**src/source/mem_sys_pkg.sv**
```systemverilog
package mem_sys_pkg;

    // Bus widths
    localparam int ADDR_W = 32;
    localparam int DATA_W = 32;
    localparam int STRB_W = DATA_W / 8;

    // Bank organisation
    localparam int BANK_COUNT = 4;
    localparam int BANK_SEL_W = 2;
    localparam int BANK_WORDS = 256;
    localparam int BANK_IDX_W = 8;

    // Address split: byte offset, then bank select, then word index in the bank
    localparam int BYTE_OFF_W = 2;
    localparam int BANK_LSB   = BYTE_OFF_W;
    localparam int IDX_LSB    = BANK_LSB + BANK_SEL_W;

    typedef struct packed {
        logic [ADDR_W-1:0] addr;
        logic [DATA_W-1:0] wdata;
        logic [STRB_W-1:0] wstrb;
        logic              we;
    } bus_req_t;

    typedef struct packed {
        logic [DATA_W-1:0] rdata;
        logic              ack;   // Single-cycle, rdata valid only here
    } bus_rsp_t;

    typedef struct packed {
        logic [BANK_IDX_W-1:0] index;
        logic [DATA_W-1:0]     wdata;
        logic [STRB_W-1:0]     wstrb;
        logic                  we;
    } bank_req_t;

    typedef enum logic {
        OWNER_FETCH = 1'b0,
        OWNER_DATA  = 1'b1
    } owner_t;

endpackage

```
**src/source/response_mux.sv**
```systemverilog
`timescale 1ns/100ps

module response_mux (
    input  logic                                                     sys_clk,
    input  logic                                                     rst_i,
    input  logic [mem_sys_pkg::BANK_COUNT-1:0][mem_sys_pkg::DATA_W-1:0] bank_rdata_i,
    input  logic [mem_sys_pkg::BANK_COUNT-1:0]                       bank_ack_i,
    input  logic [mem_sys_pkg::BANK_SEL_W-1:0]                       sel_bank_i,
    input  mem_sys_pkg::owner_t                                      sel_owner_i,
    output mem_sys_pkg::bus_rsp_t                                    fetch_rsp_o,
    output mem_sys_pkg::bus_rsp_t                                    data_rsp_o,
    output logic                                                     done_o
);

    logic                           bank_ack;
    logic [mem_sys_pkg::DATA_W-1:0] rdata_q;
    logic                           fetch_ack_q;
    logic                           data_ack_q;
    logic                           done_q;

    // Only the selected bank can be answering
    assign bank_ack = bank_ack_i[sel_bank_i];

    always_ff @(posedge sys_clk) begin
        if (rst_i) begin
            fetch_ack_q <= 1'b0;
            data_ack_q  <= 1'b0;
            done_q      <= 1'b0;
        end else begin
            fetch_ack_q <= bank_ack && (sel_owner_i == mem_sys_pkg::OWNER_FETCH);
            data_ack_q  <= bank_ack && (sel_owner_i == mem_sys_pkg::OWNER_DATA);
            done_q      <= bank_ack;  // Frees the arbiter with the ack
        end
    end

    always_ff @(posedge sys_clk) begin
        if (bank_ack) begin
            rdata_q <= bank_rdata_i[sel_bank_i];
        end
    end

    // Both ports see the same data, ack tells who owns it
    always_comb begin
        fetch_rsp_o.rdata = rdata_q;
        fetch_rsp_o.ack   = fetch_ack_q;
        data_rsp_o.rdata  = rdata_q;
        data_rsp_o.ack    = data_ack_q;
    end

    assign done_o = done_q;

endmodule

```
**config.mk**
```make
export PLATFORM = sky130hd
export DESIGN_NAME = response_mux
export DESIGN_NICKNAME = d
export VERILOG_FILES = /design/src/source/mem_sys_pkg.sv /design/src/source/response_mux.sv
export SDC_FILE = /design/constraint.sdc
export NUM_CORES = 1
export LEC_CHECK = 0
export BUFFER_PORTS_ARGS = -buffer_cell sky130_fd_sc_hd__buf_2
export CAP_MARGIN = 20
export CORE_UTILIZATION = 34
export DETAILED_ROUTE_END_ITERATION = 16
export PLACE_DENSITY_LB_ADDON = 0.2
export SLEW_MARGIN = 20
export SYNTH_ARGS = -nofsm -noshare
export SYNTH_HDL_FRONTEND = slang
export SYNTH_SLANG_ARGS = --single-unit
```
**constraint.sdc**
```tcl
create_clock -name sys_clk -period 2.75 [get_ports sys_clk]
set_clock_uncertainty 0.05 [all_clocks]
set_input_delay 0.1375 -clock sys_clk [delete_from_list [all_inputs] [get_ports sys_clk]]
set_output_delay 0.1375 -clock sys_clk [all_outputs]
set_load 0.01 [all_outputs]
```
After elaboration in Yosys (flattened, before gate mapping)
Cells that the tools add are included.
Cells by class
  reduce and logical (&&, ||, !) cells: 2
  magnitude comparators: 1
  multiplexer cells: 4
  bitwise gates (word level): 1
Operators by type and width (count)
  binary-select mux 32 bit (select 2 bit): 1
  two-way mux 32 bit: 1
  < comparator 2 x 3 -> 1 bit, second input constant: 1
  binary-select mux 1 bit (select 2 bit): 1
  logical AND 1 bit: 2
  two-way mux 1 bit: 1
  inverter 1 bit: 1
Storage, ports and cells
  register bits: 35
  word-level logic and storage cells: 12
  output and inout bits: 67

Longest topological paths before layout
Gate-level depths: netlist of run 1.
  word-level depth: 3
  gate-level depth with buffers: 4
  gate-level depth less buffers: 2

Least setup slack after synthesis of run 1
Ideal clock, no wire load.
  kind: input -> register
  start: input sel_bank_i[0] in the netlist's numbering
  end: register rdata_q[0] in the netlist's numbering, enable pin
  data arrival time: 2.278 ns
  stages on the path: 4
  path slack: -0.013 ns
  library setup time: 0.435 ns
  data required time: 2.265 ns
  cells stage by stage: buf_6 > buf_12 > mux2i_2 > mux2i_1
Between the ends
  longest elaborated chain between the ends: 2
Ends and longest elaborated chain
  from (decl): line response_mux.sv:8  | input logic [mem_sys_pkg::BANK_SEL_W-1:0] sel_bank_i,
  binary-select mux 1 bit (select 2 bit): line response_mux.sv:22  | assign bank_ack = bank_ack_i[sel_bank_i];
  two-way mux 1 bit (implied by the code): line response_mux.sv:22
  via bank_ack: line response_mux.sv:15  | logic bank_ack;
  to (signal assigned): line response_mux.sv:38  | rdata_q <= bank_rdata_i[sel_bank_i];
  to (decl): line response_mux.sv:16  | logic [mem_sys_pkg::DATA_W-1:0] rdata_q;
The timed path passes the listed nets, and every way through them passes these cells. The select of a mux whose other input is x is not followed.
A chain may end at the register's enable or synchronous reset.

Worst setup path in the final report of run 1
  start: input sel_bank_i[0] in the netlist's numbering
  end: register rdata_q[16] in the netlist's numbering, enable pin
Same word-level chain as after synthesis.

==> results.sh, run 1 <==
export IMPL_grtUsageTotal_pct=14.4
export IMPL_fin_nets=430
export IMPL_grt_pass1_vias=1579
export IMPL_cap_violations=0
export IMPL_die_w_um=82.5
export IMPL_drt_total_wl_um=5390
export IMPL_yosys_warnings=0
export IMPL_p_per_area_mw_per_mm2=497
export IMPL_synthTopCellsByArea="edfxtp_1 44%, mux4_2 29%, buf_4 12%, mux4_1 4.8%, buf_12 2.7%"
export IMPL_wl_per_cell_um=14.6
export IMPL_clkTransAtPathRegs_ns=0.06
export IMPL_p_comb_share_pct=30.3
export IMPL_p_leak_uw=0.00147
export IMPL_port_buffers=203
export IMPL_final_antenna_net_count=0
export IMPL_seq_area_frac_synth_pct=46.3
export IMPL_drc=0
export IMPL_areaGrowthSynthToFinish_pct=41.5
export IMPL_cts_max_level=2
export IMPL_die_y_um=82.5
export IMPL_switching_share_pct=26.9
export IMPL_synth_area_leader_cell="edfxtp_1"
export IMPL_use_met2_pct=29.1
export IMPL_cp_endpoint="rdata_q[16]$_DFFE_PP_"
export IMPL_avgSynthCellArea_um2=18.2
export IMPL_cts_tree="yes"
export IMPL_p_int_uw=1140
export IMPL_grt_antenna_before_repair=0
export IMPL_netlist_area_mm2=0.00221
export IMPL_grt_overflow_total=0
export IMPL_grt_met1_usage_pct=14.8
export IMPL_dieArea_mm2=0.00681
export IMPL_synthDistinctLibCells=17
export IMPL_cts_sinks=35
export IMPL_worstMarginPinSlew_ns=0.620
export IMPL_fin_crit_sh_pct=49.0
export IMPL_critical_path_class="in2reg"
export IMPL_cp_end_kind="flip-flop"
export IMPL_core_area_mm2=0.00610
export IMPL_post_cts_setup_buffer_count=0
export IMPL_clock_root_buffer="clkbuf_8"
export IMPL_power_switching_uw=417
export IMPL_arrival_ns=1.28
export IMPL_diodes=0
export IMPL_setup_tns_ns=0
export IMPL_via_per_inst=4.69
export IMPL_cts_made_buffers=5
export IMPL_grt_pass1_wl_um=7000
export IMPL_hold_viol=0
export IMPL_dr_pass1_iters=3
export IMPL_place_detailed_hpwl_um=4660
export IMPL_crit_path_start="sel_bank_i[0]"
export IMPL_synth_net_count=258
export IMPL_vias=1731
export IMPL_slew_headroom_pct=57.8
export IMPL_seq_power_share_pct=46.4
export IMPL_ys_seq_elements=35
export IMPL_synth_top_area_share_pct=43.6
export IMPL_gp_congestion=0.795
export IMPL_max_freq_mhz=742
export IMPL_min_path_type="in2reg"
export IMPL_initialDrtViolationCount=60
export IMPL_peakVddDrop_uv=209
export IMPL_start_util_pct=36.2
export IMPL_top_usage_layer="met2"
export IMPL_critPathMaxFanout=18
export IMPL_drive_gt1_share_pct=84.0
export IMPL_synthCells=121
export IMPL_multi_input_area_um2=851
export IMPL_status="complete, no violations"
export IMPL_drv_slew=0
export IMPL_setup_violations=0
export IMPL_power_uw=1550
export IMPL_fillers=550
export IMPL_start_kind="input port"
export IMPL_grt_start_max_net_pins=39
export IMPL_regArea_mm2=0.00102
export IMPL_cp_required_ns=2.68
export IMPL_gr_usage_met3_pct=1.76
export IMPL_io_pins=204
export IMPL_rsz0062_at_grt="no"
export IMPL_hold_buffers=0
export IMPL_rows=28
export IMPL_ctsResizeCount=0
export IMPL_clock_path_buffers=2
export IMPL_clockPowerShare_pct=23.4
export IMPL_period_needed_ns=1.35
[power groups by stage]
stage                     Combinational (uW)  Clock [uW]  Sequential [uW]
after floorplan                          280           0              768
after global placement                   464           0              732
after detailed placement                 468           0              735
after CTS                                468         379              724
after global routing                     516         395              729
final                                    470         363              719
[sequential cells by signal, indices dropped and copies added (netlist names)]
| signal | flops |
|---|---|
| fetch_ack_q | 1 |
| done_o | 1 |
| data_ack_q | 1 |
| rdata_q | 32 |
[cell families (layout without fill, tap and decap cells)]
group | count (synthesis) | after routing | share of synthesized area, %
multiplexers | 35 | 35 | 34.9
AO/OA/AOI/OAI | 3 | 3 | 1.30
AND/OR/NAND/NOR | 6 | 6 | 1.82
buffers and inverters | 42 | 215 | 15.7
flip-flops | 35 | 35 | 46.3
[cell usage after synthesis]
master,count
or2_2,1
nand2_1,1
buf_2,4
edfxtp_1,32
buf_12,3
buf_6,1
mux2i_1,2
dfxtp_1,3
o32ai_2,1
o22ai_1,2
buf_4,34
mux4_1,4
mux2i_2,1
or3_1,1
nand2b_1,1
or3b_2,2
mux4_2,28
[per-layer routing]
layer	wire, um	up-vias	share of wire (%)
li1	-	809	-
met3	474	2	8.8
met1	1830	805	34
met5	0	-	0
met4	41	0	0.76
met2	3050	115	57
[cell type report]
cell class | instances | area share, %
timing repair buffer | 207 | 34.1
sequential | 35 | 32.7
multi-input combinational | 44 | 27.3
tap | 75 | 3.01
clock buffer | 7 | 2.77
clock inverter | 1 | 0.120
[cell usage in the layout (no fill, tap or decap), types with 2 or more instances in the layout]
master and n:
buf_2 203, mux4_1 4, edfxtp_1 32, dfxtp_1 3, buf_4 3, mux4_2 28
o22ai_1 2, or3b_2 2, clkbuf_8 6
[worst max-delay path: stages]
cell and delay, ns:
buf_2 0.14, mux2i_1 0.21, mux2i_4 0.55, buf_16 0.23
[through the flow]
step | instances | area [um2] | utilization (%) | worst slack [ns] | hold WS [ns]
after floorplan | 121 | 2210 | - | 0.588 | 0.205
after global placement | 360 | 3000 | 49.3 | 0.893 | 0.366
after detailed placement | 360 | 3000 | 49.3 | 0.861 | 0.361
after CTS | 368 | 3090 | 50.8 | 1.16 | 0.0687
after global routing | 369 | 3120 | 51.2 | 1.32 | 0.0844
final | 369 | 3120 | 51.2 | 1.40 | 0.0814
[worst min path at each step]
stage / start / endpoint / slack [ns] / cells after the start
after floorplan: rst_i / data_ack_q$_SDFF_PP0_ / 0.20 / 1
after global placement: rst_i / data_ack_q$_SDFF_PP0_ / 0.37 / 2
after detailed placement: rst_i / data_ack_q$_SDFF_PP0_ / 0.36 / 2
after CTS: rst_i / data_ack_q$_SDFF_PP0_ / 0.07 / 2
after global routing: rst_i / data_ack_q$_SDFF_PP0_ / 0.08 / 2
final: rst_i / data_ack_q$_SDFF_PP0_ / 0.08 / 2
(Power assumes the default switching activity.)
==> run 2: changes to the inputs <==
==> constraint.sdc (replaced) <==
create_clock -name sys_clk -period 1.12 [get_ports sys_clk]
set_clock_uncertainty 0.05 [all_clocks]
set_input_delay 0.056 -clock sys_clk [delete_from_list [all_inputs] [get_ports sys_clk]]
set_output_delay 0.056 -clock sys_clk [all_outputs]
set_load 0.01 [all_outputs]
==> results.sh, run 2 (synthesized netlist as in run 1, its figures left out) <==
export IMPL_drive_gt1_share_pct=84.1
export IMPL_setup_violations=0
export IMPL_start_util_pct=36.2
export IMPL_final_antenna_net_count=0
export IMPL_cts_tree="yes"
export IMPL_diodes=0
export IMPL_cap_violations=0
export IMPL_rsz0062_at_grt="no"
export IMPL_top_layer="met4"
export IMPL_max_freq_mhz=932
export IMPL_layout_setup_ws_ns=0.0475
export IMPL_fin_crit_sh_pct=95.8
export IMPL_dieArea_mm2=0.00681
export IMPL_cts_max_level=2
export IMPL_wl_met3_um=721
export IMPL_met2_length_um=3180
export IMPL_slew_headroom_pct=83.3
export IMPL_grt_overflow_total=0
export IMPL_die_w_um=82.5
export IMPL_initialDrtViolationCount=23
export IMPL_final_common_cell="buf_2"
export IMPL_largest_reg_flops=32
export IMPL_areaGrowthSynthToFinish_pct=46.4
export IMPL_dp_slack_ns=-0.270
export IMPL_die_y_um=82.5
export IMPL_clock_path_buffers=2
export IMPL_ctsResizeCount=0
export IMPL_place_detailed_hpwl_um=4990
export IMPL_gp_congestion=0.737
export IMPL_start_kind="input port"
export IMPL_hold_buffers=1
export IMPL_fin_nets=438
export IMPL_hold_ws_ns=0.0352
export IMPL_critical_path_slowest_cell="mux4_2"
export IMPL_grt_antenna_before_repair=0
export IMPL_worstMarginPinSlew_ns=0.246
export IMPL_peakVddDrop_uv=678
export IMPL_grtUsageTotal_pct=16.5
export IMPL_grt_pass1_vias=1713
export IMPL_top_register="rdata_q"
export IMPL_critPathMaxFanout=15
export IMPL_io_pins=204
export IMPL_core_area_mm2=0.00610
export IMPL_critical_path_class="in2reg"
export IMPL_wl_per_cell_um=15.5
export IMPL_grt_pass1_wl_um=7980
export IMPL_drc=0
export IMPL_vias=1806
export IMPL_cts_sinks=35
export IMPL_path_cells="buf_2 > buf_12 > mux4_2"
export IMPL_drv_slew=0
export IMPL_drt_total_wl_um=5850
export IMPL_met1_length_um=1900
export IMPL_p_per_area_mw_per_mm2=1180
export IMPL_cp_required_ns=1.09
export IMPL_rows=28
export IMPL_arrival_ns=1.04
export IMPL_cp_end_kind="flip-flop"
export IMPL_power_uw=3830
export IMPL_dr_pass1_iters=4
export IMPL_clkTransAtPathRegs_ns=0.07
export IMPL_clock_root_buffer="clkbuf_8"
export IMPL_cts_made_buffers=5
export IMPL_min_path_type="in2reg"
export IMPL_status="complete, no violations"
export IMPL_period_needed_ns=1.07
export IMPL_final_cell_mix="203 x buf_2, 32 x edfxtp_1, 28 x mux4_2"
export IMPL_port_buffers=203
export IMPL_via_per_inst=4.79
export IMPL_post_cts_setup_buffer_count=0
export IMPL_max_stage_delay_ns=0.51
export IMPL_hold_viol=0
export IMPL_p_leak_uw=0.00151
export IMPL_grt_start_max_net_pins=20
-- run 2: worst paths after layout --
check	from	end	depth (start not counted)
max	sel_bank_i[0]	rdata_q[22]$_DFFE_PP_	3
min	sel_owner_i	fetch_ack_q$_SDFF_PP0_	3
-- run 2: area by class of cell --
type                            instances  area (um2)
Sequential cell                        35        1020
Tap cell                               75        93.8
Multi-Input combinational cell         44         863
Clock buffer                            6        72.6
Timing Repair Buffer                  215        1170
Fill cell                             548        2870
Clock inverter                          2        7.51
-- run 2: layer usage --
| layer | global-route usage (%) | up-vias |
|---|---|---|
| met3 | 5.60 | 6 |
| met2 | 32.9 | 127 |
| met4 | 5.00 | 0 |
| met5 | 0 | - |
| li1 | - | 827 |
| met1 | 15.5 | 846 |
-- run 2: through the flow --
stage               setup TNS [ns]  cell area (um2)  cells  util (%)
finish                           0             3230    377      53.0
global route                     0             3230    377      53.0
CTS                              0             3230    377      53.0
detailed placement          -12.21             3140    368      51.5
global placement            -10.93             3140    368      51.5
floorplan                   -16.53             2240    121         -
-- run 2: report_power, final --
part | leakage (uW) | switching [uW] | total [uW] | internal [uW]
Combinational | 0.00114 | 541 | 1210 | 669
Sequential | 0.000338 | 97.9 | 1770 | 1670
Clock | 0.0000403 | 426 | 849 | 424
Total | 0.00151 | 1060 | 3830 | 2760
-- run 2: critical path, delay by kind of cell --
kind | cells | cell delay [ns]
buf+inv | 2 | 0.45
mux | 1 | 0.51
==> run 3: changes to the inputs <==
--- a/config.mk
+++ b/config.mk
@@ -7,6 +7,7 @@
 export LEC_CHECK = 0
 export BUFFER_PORTS_ARGS = -buffer_cell sky130_fd_sc_hd__buf_2
 export CAP_MARGIN = 20
+export CORE_MARGIN = 3
 export CORE_UTILIZATION = 34
 export DETAILED_ROUTE_END_ITERATION = 16
 export PLACE_DENSITY_LB_ADDON = 0.2
==> results.sh, run 3 (synthesized netlist as in run 1, its figures left out) <==
export IMPL_port_buffers=203
export IMPL_dieArea_mm2=0.00749
export IMPL_cts_sinks=35
export IMPL_largest_reg_flops=32
export IMPL_crit_path_start="sel_bank_i[0]"
export IMPL_dr_pass1_iters=4
export IMPL_cp_required_ns=1.09
export IMPL_critical_path_class="in2reg"
export IMPL_core_area_mm2=0.00610
export IMPL_gp_congestion=0.766
export IMPL_start_util_pct=36.2
export IMPL_rsz0062_at_grt="no"
export IMPL_p_per_area_mw_per_mm2=1190
export IMPL_status="complete, no violations"
export IMPL_fillers=539
export IMPL_power_uw=3840
export IMPL_via_per_inst=4.80
export IMPL_cts_tree="yes"
export IMPL_critPathMaxFanout=15
export IMPL_initialDrtViolationCount=48
export IMPL_diodes=0
export IMPL_fin_crit_sh_pct=94.4
export IMPL_drv_slew=0
export IMPL_areaGrowthSynthToFinish_pct=46.2
export IMPL_start_kind="input port"
export IMPL_drt_total_wl_um=6310
export IMPL_cts_max_level=2
export IMPL_final_common_cell="buf_2"
export IMPL_wl_per_cell_um=16.7
export IMPL_grt_start_max_net_pins=17
export IMPL_clockPowerShare_pct=22.5
export IMPL_p_comb_share_pct=31.6
export IMPL_arrival_ns=1.03
export IMPL_place_detailed_hpwl_um=5420
export IMPL_grt_antenna_before_repair=0
export IMPL_worstMarginPinSlew_ns=0.244
export IMPL_hold_ws_ns=0.0215
export IMPL_hold_viol=0
export IMPL_post_route_cell_area_mm2=0.00322
export IMPL_p_leak_uw=0.00151
export IMPL_final_cell_mix="203 x buf_2, 32 x edfxtp_1, 28 x mux4_2"
export IMPL_setup_tns_ns=0
export IMPL_top_register="rdata_q"
export IMPL_seq_power_share_pct=45.9
export IMPL_p_int_uw=2760
export IMPL_cap_violations=0
export IMPL_grt_pass1_wl_um=9360
export IMPL_clock_path_buffers=2
export IMPL_setup_violations=0
export IMPL_final_antenna_net_count=0
export IMPL_vias=1816
export IMPL_power_switching_uw=1080
export IMPL_postPlaceCellArea_mm2=0.00313
export IMPL_peakVddDrop_uv=613
export IMPL_switching_share_pct=28.2
export IMPL_grt_overflow_total=0
export IMPL_clkTransAtPathRegs_ns=0.07
export IMPL_min_path_type="in2reg"
export IMPL_rows=28
export IMPL_grt_pass1_vias=1899
export IMPL_min_from="sel_owner_i"
export IMPL_clock_root_buffer="clkbuf_8"
export IMPL_io_pins=204
export IMPL_period_needed_ns=1.06
export IMPL_slew_headroom_pct=83.4
export IMPL_max_freq_mhz=946
export IMPL_cts_made_buffers=5
export IMPL_cp_end_kind="flip-flop"
export IMPL_drc=0
export IMPL_drive_gt1_share_pct=84.2
export IMPL_grtUsageTotal_pct=16.5
export IMPL_die_y_um=86.5
export IMPL_fin_nets=439
export IMPL_die_w_um=86.5
export IMPL_ctsResizeCount=0
## run 3: changes by cell type in the layout (fill, tap and decap cells not counted), sizes merged
cell,delta
buf,+1
## run 3: final timing paths
kind,to,slack [ns],cells past startpoint
worst max-delay path,rdata_q[4]$_DFFE_PP_,0.06,3
worst min-delay path,data_ack_q$_SDFF_PP0_,0.02,3
## run 3: per-stage QoR
step	util (%)	instances	setup WS [ns]
detailed placement	51.4	369	-0.268
floorplan	-	121	-0.517
finish	52.9	378	0.0627
CTS	52.9	378	0.0492
global route	52.9	378	0.0279
global placement	51.4	369	-0.231
## run 3: area by class of cell
| type | count | area, um2 | area share [%] |
|---|---|---|---|
| clock buffers | 6 | 72.6 | 2.25 |
| clock inverters | 2 | 7.51 | 0.233 |
| multi-input cells | 44 | 863 | 26.8 |
| flip-flops and latches | 35 | 1020 | 31.7 |
| well taps | 75 | 93.8 | 2.91 |
| repair buffers | 216 | 1170 | 36.2 |
## run 3: power groups by stage
stage / combinational [uW] / clock, uW / sequential (uW)
after floorplan: 703 / 0 / 1880
after global placement: 1220 / 0 / 1780
after detailed placement: 1240 / 0 / 1790
after CTS: 1240 / 900 / 1770
after global routing: 1310 / 960 / 1790
final: 1220 / 866 / 1760
## run 3: repair_timing
action	CTS	global route
endpoints found under the hold margin	1	0
setup buffers	0	0
hold buffers	1	0
## run 3: worst max-delay path: stages
cell and delay (ns):
buf_2 0.24, buf_12 0.21, mux4_2 0.52
## run 3: per-layer routing
| metal | wire (um) | share of wire (%) | GRT usage [%] |
|---|---|---|---|
| met5 | 0 | 0 | 0 |
| met2 | 3500 | 55 | 30.9 |
| met1 | 2030 | 32 | 17.9 |
| met4 | 74 | 1.2 | 5.24 |
| met3 | 706 | 11 | 4.47 |
