`config.mk`:
```
export PLATFORM = sky130hd
export DESIGN_NAME = bus_arbiter
export DESIGN_NICKNAME = d
export VERILOG_FILES = /design/src/source/mem_sys_pkg.sv /design/src/source/bus_arbiter.sv
export SDC_FILE = /design/constraint.sdc
export NUM_CORES = 1
export LEC_CHECK = 0
export BUFFER_PORTS_ARGS = -buffer_cell sky130_fd_sc_hd__buf_4
export CAP_MARGIN = 20
export CORE_MARGIN = 10
export CORE_UTILIZATION = 36
export CTS_CLUSTER_SIZE = 30
export DETAILED_ROUTE_END_ITERATION = 8
export PLACE_DENSITY = 0.76
export REMOVE_ABC_BUFFERS = 1
export SETUP_SLACK_MARGIN = 0.1
export SYNTH_ARGS = -nofsm -noshare
export SYNTH_HDL_FRONTEND = slang
export SYNTH_SLANG_ARGS = --single-unit
```
`constraint.sdc`:
```
create_clock -name sys_clk -period 1.62 [get_ports sys_clk]
set_input_delay 0.081 -clock sys_clk [delete_from_list [all_inputs] [get_ports sys_clk]]
set_output_delay 0.081 -clock sys_clk [all_outputs]
set_load 0.02 [all_outputs]
```
`src/source/mem_sys_pkg.sv`:
```
package mem_sys_pkg;

    // Bus widths
    localparam int ADDR_W = 32;
    localparam int DATA_W = 32;
    localparam int STRB_W = DATA_W / 8;

    // Bank organisation
    localparam int BANK_COUNT = 4;
    localparam int BANK_SEL_W = 2;
    localparam int BANK_WORDS = 256;
    localparam int BANK_IDX_W = 8;

    // Address split: byte offset, then bank select, then word index in the bank
    localparam int BYTE_OFF_W = 2;
    localparam int BANK_LSB   = BYTE_OFF_W;
    localparam int IDX_LSB    = BANK_LSB + BANK_SEL_W;

    typedef struct packed {
        logic [ADDR_W-1:0] addr;
        logic [DATA_W-1:0] wdata;
        logic [STRB_W-1:0] wstrb;
        logic              we;
    } bus_req_t;

    typedef struct packed {
        logic [DATA_W-1:0] rdata;
        logic              ack;   // Single-cycle, rdata valid only here
    } bus_rsp_t;

    typedef struct packed {
        logic [BANK_IDX_W-1:0] index;
        logic [DATA_W-1:0]     wdata;
        logic [STRB_W-1:0]     wstrb;
        logic                  we;
    } bank_req_t;

    typedef enum logic {
        OWNER_FETCH = 1'b0,
        OWNER_DATA  = 1'b1
    } owner_t;

endpackage

```
`src/source/bus_arbiter.sv`:
```
`timescale 1ns/100ps

module bus_arbiter (
    input  logic                                 sys_clk,
    input  logic                                 rst_i,
    input  logic                                 fetch_cyc_i,
    input  logic [mem_sys_pkg::ADDR_W-1:0]       fetch_addr_i,
    input  logic                                 data_cyc_i,
    input  mem_sys_pkg::bus_req_t                data_req_i,
    input  logic                                 done_i,
    output logic [mem_sys_pkg::BANK_COUNT-1:0]   bank_stb_o,
    output mem_sys_pkg::bank_req_t               bank_req_o,
    output logic [mem_sys_pkg::BANK_SEL_W-1:0]   sel_bank_o,
    output mem_sys_pkg::owner_t                  sel_owner_o
);

    logic                                 busy_q;
    mem_sys_pkg::owner_t                  last_owner_q;  // Current owner while busy
    logic [mem_sys_pkg::BANK_SEL_W-1:0]   sel_bank_q;
    logic [mem_sys_pkg::BANK_COUNT-1:0]   bank_stb_q;
    mem_sys_pkg::bank_req_t               bank_req_q;

    mem_sys_pkg::bus_req_t                fetch_req;
    mem_sys_pkg::bus_req_t                win_req;
    mem_sys_pkg::owner_t                  winner;
    logic                                 grant;
    logic [mem_sys_pkg::BANK_SEL_W-1:0]   win_bank;
    logic [mem_sys_pkg::BANK_IDX_W-1:0]   win_index;

    // Fetch port is read-only
    always_comb begin
        fetch_req       = '0;
        fetch_req.addr  = fetch_addr_i;
        fetch_req.wdata = '0;
        fetch_req.wstrb = '0;
        fetch_req.we    = 1'b0;
    end

    // Round-robin pick, only while idle
    always_comb begin
        winner = last_owner_q;
        grant  = 1'b0;
        if (!busy_q) begin
            if (fetch_cyc_i && data_cyc_i) begin
                grant = 1'b1;
                if (last_owner_q == mem_sys_pkg::OWNER_FETCH) begin
                    winner = mem_sys_pkg::OWNER_DATA;
                end else begin
                    winner = mem_sys_pkg::OWNER_FETCH;
                end
            end else if (fetch_cyc_i) begin
                grant  = 1'b1;
                winner = mem_sys_pkg::OWNER_FETCH;
            end else if (data_cyc_i) begin
                grant  = 1'b1;
                winner = mem_sys_pkg::OWNER_DATA;
            end
        end
    end

    always_comb begin
        if (winner == mem_sys_pkg::OWNER_DATA) begin
            win_req = data_req_i;
        end else begin
            win_req = fetch_req;
        end
    end

    // Word-interleaved decode, upper address bits alias
    assign win_bank  = win_req.addr[mem_sys_pkg::BANK_LSB +: mem_sys_pkg::BANK_SEL_W];
    assign win_index = win_req.addr[mem_sys_pkg::IDX_LSB +: mem_sys_pkg::BANK_IDX_W];

    always_ff @(posedge sys_clk) begin
        if (rst_i) begin
            busy_q       <= 1'b0;
            last_owner_q <= mem_sys_pkg::OWNER_DATA;  // Fetch wins first
            sel_bank_q   <= '0;
            bank_stb_q   <= '0;
        end else begin
            bank_stb_q <= '0;                         // Strobe is a single pulse
            if (grant) begin
                busy_q               <= 1'b1;
                last_owner_q         <= winner;
                sel_bank_q           <= win_bank;
                bank_stb_q[win_bank] <= 1'b1;
            end else if (done_i) begin
                busy_q <= 1'b0;                       // Owner's cyc ignored this cycle
            end
        end
    end

    always_ff @(posedge sys_clk) begin
        if (grant) begin
            bank_req_q.index <= win_index;
            bank_req_q.wdata <= win_req.wdata;
            bank_req_q.wstrb <= win_req.wstrb;
            bank_req_q.we    <= win_req.we;
        end
    end

    assign bank_stb_o  = bank_stb_q;
    assign bank_req_o  = bank_req_q;
    assign sel_bank_o  = sel_bank_q;
    assign sel_owner_o = last_owner_q;

endmodule

```
After elaboration in Yosys (flattened, before gate mapping)
Cells that the tools add are included.

Add/subtract/negate cells: 0. Multiply operators: 0. Div/mod/pow operators: 0. Order comparisons: 2. Equal/unequal tests: 0. Shifts and indexed selects: 0. Mux-type cells: 14. Bitwise operators: 1. Reductions and logical operators: 4.

Operators by type and width (count): 49-bit 2-to-1 mux (1); 1-bit 2-to-1 mux (12); 2-bit by 3-bit < comparator with 1-bit output (second input constant) (1); 1-bit demux with 2-bit select (1); 2-bit by 1-bit greater-or-equal comparator with 1-bit output (second input constant) (1); 1-bit logical AND (2); 2-bit nonzero test (1); 2-bit OR reduction (1); 1-bit NOT (1).

Flip-flop bits (word level): 53. Latch bits: 0. Bits in writable memories: 0. Memory bits (read-only): 0. Input bits: 106. Output and inout bits: 52. Logic and storage cells: 29. Memories: 0.

Depth between registers and ports, before layout
Gate-level depths: netlist (run 1).

Word-level depth: 9. Depth in mapped cells: 6.

Least setup slack after synthesis (run 1)
No wires, ideal clock.

Kind: register to register. Start point: register busy_q. End point: register bank_stb_q (netlist bit bank_stb_o[0]). Library setup time: 73 ps. Arrival time: 1550 ps. Required time: 1547 ps. Path slack: -4 ps. Stages on the path, launching flop included: 4. Path buffers: 0. Period minus slack after synthesis: 1624 ps. Path through: dfxtp_1 > o21ba_2 > nand2b_1 > a21oi_1.

Elaborated cells on any way between the ends: 10. Those cells by class: 2 x order compare; 5 x mux; 1 x bitwise; 2 x reduce/logical.

RTL lines: start: declaration (line bus_arbiter.sv:17) `logic busy_q;`; start signal: assignment (line bus_arbiter.sv:75) `busy_q <= 1'b0;`; start signal: assignment (line bus_arbiter.sv:82) `busy_q <= 1'b1;`; start signal: assignment (line bus_arbiter.sv:87) `busy_q <= 1'b0;`; 1-bit 2-to-1 mux (line bus_arbiter.sv:43) `if (!busy_q) begin`; net grant (line bus_arbiter.sv:26) `logic grant;`; 1-bit NOT (no line); 2-bit OR reduction (no line); end signal: assignment (line bus_arbiter.sv:78) `bank_stb_q <= '0;`; end signal: assignment (line bus_arbiter.sv:80) `bank_stb_q <= '0;`; end signal: indexed assignment (line bus_arbiter.sv:85) `bank_stb_q[win_bank] <= 1'b1;`; end: declaration (line bus_arbiter.sv:20) `logic [mem_sys_pkg::BANK_COUNT-1:0] bank_stb_q;`.

The timed path passes the listed nets, and every way through them passes these cells. A chain may end at the register's enable or synchronous reset.

==> metrics.md, run 1 <==
| Metric | Value |
|---|---|
| Outcome | `complete, no violations` |
| GRT Overall Usage | `0.116` |
| Nature of the critical path startpoint | `register` |
| Unique masters post-synth | `20` |
| Hold Crit Class | `primary input to register` |
| Reg2reg end | `bank_req_o[44]` |
| ANT cells | `0` |
| TritonCTS Sinks | `53` |
| Clk_lat worst skew | `between 0.2 and 0.3 ns` |
| Postcts setup bufs | `0` |
| Wire length per cell | `~18 µm` |
| Chip width | `a little under 100 µm` |
| Placer Congestion | `between 0.7 and 0.8` |
| Slew @ Worst Pin | `0.446 ns` |
| # fillers | `525` |
| Crit Path Class | `register to register` |
| Critical Path End Type | `register` |
| Synthesis-to-finish area growth | `53.3%` |
| Slew Limit Fails | `0` |
| Post-synthesis instance total | `about 140` |
| Final Power | `3.55 mW` |
| Initial antenna violation count | `0` |
| Nets | `373` |
| R2r worst-path depth | `4` |
| Hold depth | `4` |
| Hold Vio Cnt, Final | `0` |
| Maximum vdd drop | `between 500 and 600 µV` |
| Io pins | `158` |
| Pin count of the biggest net entering global routing | `29` |
| Worst hold margin | `roughly 0.037 ns` |
| Register area share after synthesis | `0.704` |
| DR pass1 iterations | `3` |
| Clock transition at the registers of the reported paths | `about 0.09 ns` |
| Final period util | `0.910` |
| First-pass GRT wire length | `approximately 9000 µm` |
| Remaining global-route overflow | `0` |
| Count of final setup violators | `0` |
| Clk pwr share | `0.244` |
| Die ar. | `~9500 µm²` |
| R2R Setup Slk | `roughly 0.15 ns` |
| Combinational share of power | `0.265` |
| Syn_area_per_cell | `~15 µm²` |
| Starting DRC count in detailed routing | `between 60 and 70` |
| Switching pwr | `0.957 mW` |
| I/O Buffers | `~110` |
| Share of cells above drive strength 1 | `0.537` |
| Detailed placement HPWL | `around 4300 µm` |
| Dominant synthesized flop cell | `edfxtp_1` |
| CTS Buf Count | `5` |
| Power Dens Cells | `between 1000 and 1500 nW/µm²` |
| Clk_skew | `roughly 0.0018 ns` |
| Crit Path Max Fanout | `9` |
| Via count | `between 1,500 and 2,000` |
| RSZ-0062 raised after global routing | `no` |
| CTS tree | `built` |
| Die Height | `roughly 97 µm` |
| Yosys reg bits | `53` |
| Fmax | `~680 MHz` |
| CTS Buffer Depth | `2` |
| Utilization after layout | `0.563` |
| Synth warn | `0` |
| Final WL | `just over 6000 µm` |
| Commonest non-fill, non-tap cells in the layout | `118 x buf_4, 45 x edfxtp_1, 37 x and2_1, 8 x mux2_2, 8 x o2111ai_1` |
| Antenna Violating Nets Remaining | `0` |
| Async set-reset flop share out of synthesis | `0` |
| Worst Hold End | `busy_q` |
| Core Area | `about 5900 µm²` |
| CP arrival | `between 1.5 and 2 ns` |
| Via density | `between 4 and 5` |
| Sw frac | `0.270` |
| Int Power | `2.59 mW` |
| Final Critical Period | `roughly 1.5 ns` |
| Most common cell after layout, fill and taps aside | `buf_4` |
| # H-tree levels | `2` |
| Worst r2r src | `busy_q` |
| CTS Root Cell | `clkbuf_8` |
| Num rows | `28` |
| Number of flops mapped to enable cells by yosys | `45` |
| Sequential Power Share | `0.491` |
| Mapped Area | `about 2100 µm²` |
| CP Data Required Time | `between 1.5 and 2 ns` |
| Remaining routing DRC violations | `0` |
| Max-slew headroom | `0.703` |
| Starting Density | `0.367` |
| Leak pwr | `around 1.4 nW` |
| Vias in the first global route | `1,749` |
| Total of max-cap violations | `0` |
| HP Start | `done_i` |
power groups by stage:
stage	clock network, mW	registers (mW)	logic, mW
final	0.865	1.74	0.941
after global routing	0.954	1.76	1.00
after CTS	0.897	1.74	0.936
after detailed placement	0	1.77	0.912
after global placement	0	1.76	0.892
after floorplan	0	1.98	0.216
worst max-delay path, stage by stage (launching register included):
cell,delay (ns)
dfxtp_1,0.47
nor2b_1,0.11
o21ai_2,0.17
buf_12,0.14
mux2_2,0.33
routing by layer:
metal | part of all wire | up-vias | wire length, µm | GRT usage
met4 | 0.0094 | 0 | 57 | 0.0291
li1 | - | 770 | - | -
met2 | 0.51 | 72 | 3060 | 0.202
met3 | 0.11 | 4 | 645 | 0.0647
met1 | 0.38 | 755 | 2280 | 0.118
met5 | 0 | - | 0 | 0
cell type report:
cell class	instances	area, µm²	share of cell area
Timing Repair Buffer	122	956	0.290
Multi-Input combinational cell	80	606	0.184
Inverter	5	18.8	0.00570
Clock buffer	6	72.6	0.0220
Sequential cell	53	1510	0.459
Clock inverter	2	33.8	0.0103
Tap cell	75	93.8	0.0285
worst max-delay path by stage:
stage / from / end / slack [ns] / depth (start not counted)
after floorplan: sel_owner_o / bank_req_o[37] / -0.05 / 3
after global placement: sel_owner_o / bank_req_o[0] / -0.01 / 3
after detailed placement: sel_owner_o / bank_req_o[15] / -0.10 / 3
after CTS: sel_owner_o / bank_req_o[15] / 0.1 / 3
after global routing: busy_q / bank_req_o[44] / 0.10 / 4
final: busy_q / bank_req_o[44] / 0.15 / 4
synthesized netlist by cell type, drive strengths merged (2+ instances only):
master,number,area share
mux2,8,0.042
buf,5,0.026
dfxtp,8,0.075
nand2,2,0.0035
and2,37,0.11
nor2b,2,0.0058
nor2,3,0.0052
edfxtp,45,0.63
o2111ai,8,0.033
o21ai,2,0.012
inv,5,0.0087
a311oi,2,0.0082
clkbuf,2,0.0035
a21oi,4,0.0093
o211ai,4,0.014
nand2b,2,0.0058
through the flow:
step,std cells,cell area [µm²],TNS [ns],setup slack (ns)
6_report,343,3290,0,0.145
5_1_grt,343,3290,0,0.103
4_1_cts,341,3260,0,0.0968
3_5_place_dp,331,3120,-2.63,-0.103
3_3_place_gp,331,3120,-0.177,-0.0110
2_1_floorplan,135,2080,-0.452,-0.0546
repair_timing:
item | in CTS | in global routing
endpoints found under the hold margin | 2 | 0
endpoints found under the setup margin | 45 | 26
gates cloned | 1 | 2
resized for setup | 3 | 3
hold buffers | 1 | 0
pin swaps | 1 | 0
flip-flops by register name, summed over array words and instances, names as in the netlist:
signal / count
busy_q: 1
sel_bank_o: 2
sel_owner_o: 1
bank_stb_o: 4
bank_req_o: 45
kinds of logic (layout without fill, tap and decap cells):
logic type / count (synthesis) / after routing / synth area share
DFF: 53 / 53 / 0.704
and+or+nand+nor: 48 / 48 / 0.136
AOI/OAI and AO/OA: 21 / 24 / 0.0804
buffers and inverters: 12 / 135 / 0.0384
muxes: 8 / 8 / 0.0419
Power figures use the tool's default switching activity.
==> inputs of run 2 (changes only) <==
GPL_ROUTABILITY_DRIVEN = 1   (was not set)
MAX_ROUTING_LAYER = met4   (was not set)
==> metrics.md, run 2 (synthesis results as in run 1) <==
| Metric | Value |
|---|---|
| First-pass GRT wire length | `approximately 9000 µm` |
| Initial antenna violation count | `0` |
| Core Area | `between 5000 and 6000 µm²` |
| Chip width | `97.3 µm` |
| Worst hold margin | `0.0398 ns` |
| Max-slew headroom | `0.703` |
| DR pass1 iterations | `3` |
| Max reg flops | `45` |
| Clk_lat worst skew | `0.29 ns` |
| TritonCTS Sinks | `53` |
| Final WL | `between 6000 and 7000 µm` |
| Hold depth | `4` |
| Critical Path End Type | `register` |
| Pin count of the biggest net entering global routing | `29` |
| Starting Density | `0.367` |
| Most common cell after layout, fill and taps aside | `buf_4` |
| Clk_skew | `approximately 0.0017 ns` |
| CTS tree | `built` |
| Nature of the critical path startpoint | `register` |
| CTS Root Cell | `clkbuf_8` |
| Remaining global-route overflow | `0` |
| Hold Crit Class | `primary input to register` |
| Leak pwr | `between 1 and 1.5 nW` |
| Worst Hold End | `busy_q` |
| ANT cells | `0` |
| Crit Path Max Fanout | `9` |
| Via count | `~1,600` |
| Placer Congestion | `about 0.75` |
| Total of max-cap violations | `0` |
| Via density | `4.65` |
| Num rows | `28` |
| Placed insts | `approximately 330` |
| Maximum vdd drop | `around 500 µV` |
| Die ar. | `between 9000 and 10,000 µm²` |
| Vias in the first global route | `~1,800` |
| Io pins | `about 160` |
| RSZ-0062 raised after global routing | `no` |
| Die Height | `between 90 and 100 µm` |
| Hold Vio Cnt, Final | `0` |
| Antenna Violating Nets Remaining | `0` |
| Fmax | `around 680 MHz` |
| Nets | `about 370` |
| Clock transition at the registers of the reported paths | `about 0.090 ns` |
| Remaining routing DRC violations | `0` |
| R2r worst-path depth | `4` |
| Power Dens Cells | `1080 nW/µm²` |
| HP Start | `done_i` |
| CP arrival | `around 1.5 ns` |
| # fillers | `roughly 530` |
| CTS Buf Count | `5` |
| CTS Buffer Depth | `2` |
| Reg2reg end | `bank_req_o[44]` |
| Slew Limit Fails | `0` |
| Slew @ Worst Pin | `around 0.45 ns` |
| GRT Overall Usage | `0.119` |
| Wire length per cell | `around 18 µm` |
| Crit Path Class | `register to register` |
| I/O Buffers | `113` |
| Outcome | `complete, no violations` |
| Starting DRC count in detailed routing | `56` |
| Final period util | `0.910` |
| Count of final setup violators | `0` |
| Detailed placement HPWL | `approximately 4300 µm` |
| CP Data Required Time | `1.67 ns` |
| # H-tree levels | `2` |
| Share of cells above drive strength 1 | `0.537` |
| R2R Setup Slk | `between 0.1 and 0.15 ns` |
| Final Critical Period | `about 1.5 ns` |
| Commonest non-fill, non-tap cells in the layout | `118 x buf_4, 45 x edfxtp_1, 37 x and2_1, 8 x mux2_2, 8 x o2111ai_1` |
| Synthesis-to-finish area growth | `53.3%` |
| Non-Filler Instances | `343` |
| Worst r2r src | `busy_q` |
| Utilization after layout | `0.563` |
-- run 2: cell counts in the layout (fill, tap and decap cells not counted) --
Identical to the previous run, type by type.
-- run 2: final cells by class --
type / count / area, µm² / share of cell area
sequential: 53 / 1510 / 0.459
timing repair buffer: 122 / 956 / 0.290
multi-input combinational: 80 / 606 / 0.184
tap: 75 / 93.8 / 0.0285
clock buffer: 6 / 72.6 / 0.0220
clock inverter: 2 / 33.8 / 0.0103
inverter: 5 / 18.8 / 0.00570
-- run 2: metrics by stage --
step                      setup TNS (ns)  area (µm²)  worst slack, ns  total power [mW]
after detailed placement           -2.63        3120           -0.103              2.68
final                                  0        3290            0.145              3.55
after global placement            -0.177        3120          -0.0110              2.66
after CTS                              0        3260           0.0968              3.58
after global routing                   0        3290            0.103              3.72
after floorplan                   -0.452        2080          -0.0546              2.20
-- run 2: how the worst max path moves through the flow --
stage,from,to,slack (ns),depth (start not counted)
global placement,sel_owner_o,bank_req_o[0],-0.01,3
global route,busy_q,bank_req_o[44],0.10,4
detailed placement,sel_owner_o,bank_req_o[15],-0.10,3
CTS,sel_owner_o,bank_req_o[15],0.1,3
floorplan,sel_owner_o,bank_req_o[37],-0.05,3
finish,busy_q,bank_req_o[44],0.15,4
-- run 2: repair_timing --
item / CTS / global route
resized for setup: 3 / 3
setup endpoints to repair: 45 / 26
hold buffers: 1 / 0
hold endpoints to repair: 2 / 0
pin swaps: 1 / 0
buffers inserted: 0 / 0
gates cloned: 1 / 2
-- run 2: per-layer routing --
layer | vias up | GRT usage | wire length, µm
li1 | 771 | - | -
met1 | 747 | 0.126 | 2440
met2 | 72 | 0.202 | 3060
met3 | 4 | 0.0512 | 485
met4 | 0 | 0.0291 | 57
met5 | - | - | 0
-- run 2: power by group --
part	leakage [nW]	switching, mW	internal, mW
combinational	0.834	0.495	0.446
sequential	0.521	0.0541	1.69
clock	0.0528	0.407	0.457
total	1.41	0.956	2.59
-- run 2: worst max-delay path, cell delays in order, from the launching register on --
cell and delay [ns]:
dfxtp_1 0.47, nor2b_1 0.11, o21ai_2 0.17, buf_12 0.14, mux2_2 0.33
==> inputs of run 3 (changes only) <==
GPL_TIMING_DRIVEN = 0   (was not set)
SKIP_CTS_REPAIR_TIMING = 1   (was not set)
==> metrics.md, run 3 (synthesis results as in run 1) <==
| Metric | Value |
|---|---|
| Outcome | `complete, no violations` |
| Reg2reg end | `bank_req_o[41]` |
| Slew @ Worst Pin | `0.426 ns` |
| Worst hold margin | `between 0.01 and 0.015 ns` |
| Via density | `between 4 and 5` |
| Antenna Violating Nets Remaining | `0` |
| Synthesis-to-finish area growth | `51.2%` |
| Placer Congestion | `about 0.8` |
| CTS Buffer Depth | `2` |
| Nets | `370` |
| Power Dens Cells | `about 1000 nW/µm²` |
| DR pass1 iterations | `4` |
| Slowest cell delay on critical path | `approximately 0.37 ns` |
| Pin count of the biggest net entering global routing | `38` |
| Final Critical Period | `1.53 ns` |
| Final period util | `0.942` |
| Hold Vio Cnt, Final | `0` |
| Max-slew headroom | `0.716` |
| Worst-path cell chain | `nand3b_1, o21ai_4, buf_12, mux2_2` |
| Worst r2r src | `busy_q` |
| Io pins | `roughly 160` |
| TritonCTS Sinks | `53` |
| Crit Path Max Fanout | `9` |
| Detailed placement HPWL | `slightly above 4000 µm` |
| Share of cells above drive strength 1 | `0.543` |
| ANT cells | `0` |
| Clock transition at the registers of the reported paths | `0.09 ns` |
| CTS Root Cell | `clkbuf_8` |
| Maximum vdd drop | `between 500 and 600 µV` |
| Non-Filler Instances | `340` |
| Total of max-cap violations | `0` |
| Delay-heaviest family, CP | `flip-flops` |
| Die Height | `between 90 and 100 µm` |
| Starting DRC count in detailed routing | `37` |
| Clk_skew | `0.00610 ns` |
| Core Area | `between 5000 and 6000 µm²` |
| Chip width | `slightly below 100 µm` |
| Starting Density | `0.367` |
| Clk pwr share | `0.213` |
| CTS tree | `built` |
| I/O Buffers | `~110` |
| Via count | `between 1,500 and 2,000` |
| Fmax | `655 MHz` |
| Remaining routing DRC violations | `0` |
| Num rows | `28` |
| Remaining global-route overflow | `0` |
| Max reg flops | `45` |
| Sequential Power Share | `0.516` |
| Count of final setup violators | `0` |
| Crit path buf inv count | `1` |
| CTS Buf Count | `5` |
| Crit Path Class | `register to register` |
| RSZ-0062 raised after global routing | `yes` |
| CP Data Required Time | `1.68 ns` |
| Worst path slowest cell | `dfxtp_4` |
| Wire length per cell | `about 17 µm` |
| Setup crit end | `bank_req_o[41]` |
| Setup TNS | `0 ns` |
| Slew Limit Fails | `0` |
| Placed insts | `~320` |
| Leak pwr | `between 1 and 1.5 nW` |
| Vias in the first global route | `roughly 1,600` |
| Most common cell after layout, fill and taps aside | `buf_4` |
| Final WL | `around 5700 µm` |
| Switching pwr | `approximately 0.95 mW` |
| Worst path depth | `4` |
| Combinational share of power | `0.272` |
| Clk_lat worst skew | `approximately 0.30 ns` |
| First-pass GRT wire length | `about 8100 µm` |
| Initial antenna violation count | `0` |
| Nature of the critical path startpoint | `register` |
| Commonest non-fill, non-tap cells in the layout | `117 x buf_4, 45 x edfxtp_1, 37 x and2_1, 8 x mux2_2, 8 x o2111ai_1` |
| Launch point of the critical path | `busy_q` |
| R2R Setup Slk | `0.09 ns` |
| Critical Path End Type | `register` |
| R2r worst-path depth | `4` |
| Die ar. | `roughly 9500 µm²` |
| GRT Overall Usage | `0.108` |
| # H-tree levels | `2` |
| Int Power | `between 2 and 2.5 mW` |
| Sw frac | `0.282` |
| CP arrival | `1.58 ns` |
| Hold Crit Class | `primary input to register` |
## run 3: routing by layer
| metal | routed length (µm) | share of wire | global-route usage |
|---|---|---|---|
| met5 | 0 | 0 | - |
| met4 | 44 | 0.0077 | 0.0302 |
| met3 | 390 | 0.068 | 0.0398 |
| met2 | 2880 | 0.50 | 0.180 |
| met1 | 2380 | 0.42 | 0.120 |
## run 3: layout make-up
type                            count  area [µm²]
Clock buffer                        6        72.6
Clock inverter                      2        10.0
Fill cell                         515        2600
Inverter                            5        18.8
Multi-Input combinational cell     79         606
Sequential cell                    53        1520
Tap cell                           75        93.8
Timing Repair Buffer              120         928
## run 3: worst min path at each step
stage           start  slack [ns]            end  cells past startpoint
3_5_place_dp    rst_i        0.29  sel_bank_o[1]                      2
3_3_place_gp    rst_i        0.29  sel_bank_o[1]                      2
6_report       done_i        0.01         busy_q                      4
4_1_cts         rst_i       -0.04  sel_bank_o[1]                      2
5_1_grt        done_i        0.02         busy_q                      4
2_1_floorplan   rst_i        0.15  sel_bank_o[0]                      1
## run 3: worst min-delay path, delay by kind of cell
kind	cells	cell delay [ns]
simple gates	3	0.12
buf+inv	1	0.08
## run 3: power groups by stage
stage / clock (mW) / combinational [mW] / sequential (mW)
global placement: 0 / 0.833 / 1.77
detailed placement: 0 / 0.861 / 1.77
CTS: 0.738 / 0.862 / 1.74
floorplan: 0 / 0.216 / 1.98
finish: 0.717 / 0.916 / 1.74
global route: 0.799 / 0.982 / 1.76
## run 3: metrics by stage
step / setup WS [ns] / util / instance area (µm²) / total power, mW
floorplan: -0.0546 / - / 2080 / 2.20
global placement: -0.386 / 0.517 / 3030 / 2.60
finish: 0.0936 / 0.555 / 3250 / 3.37
CTS: -0.171 / 0.535 / 3130 / 3.34
global route: 0.0168 / 0.555 / 3250 / 3.54
detailed placement: -0.136 / 0.521 / 3050 / 2.63
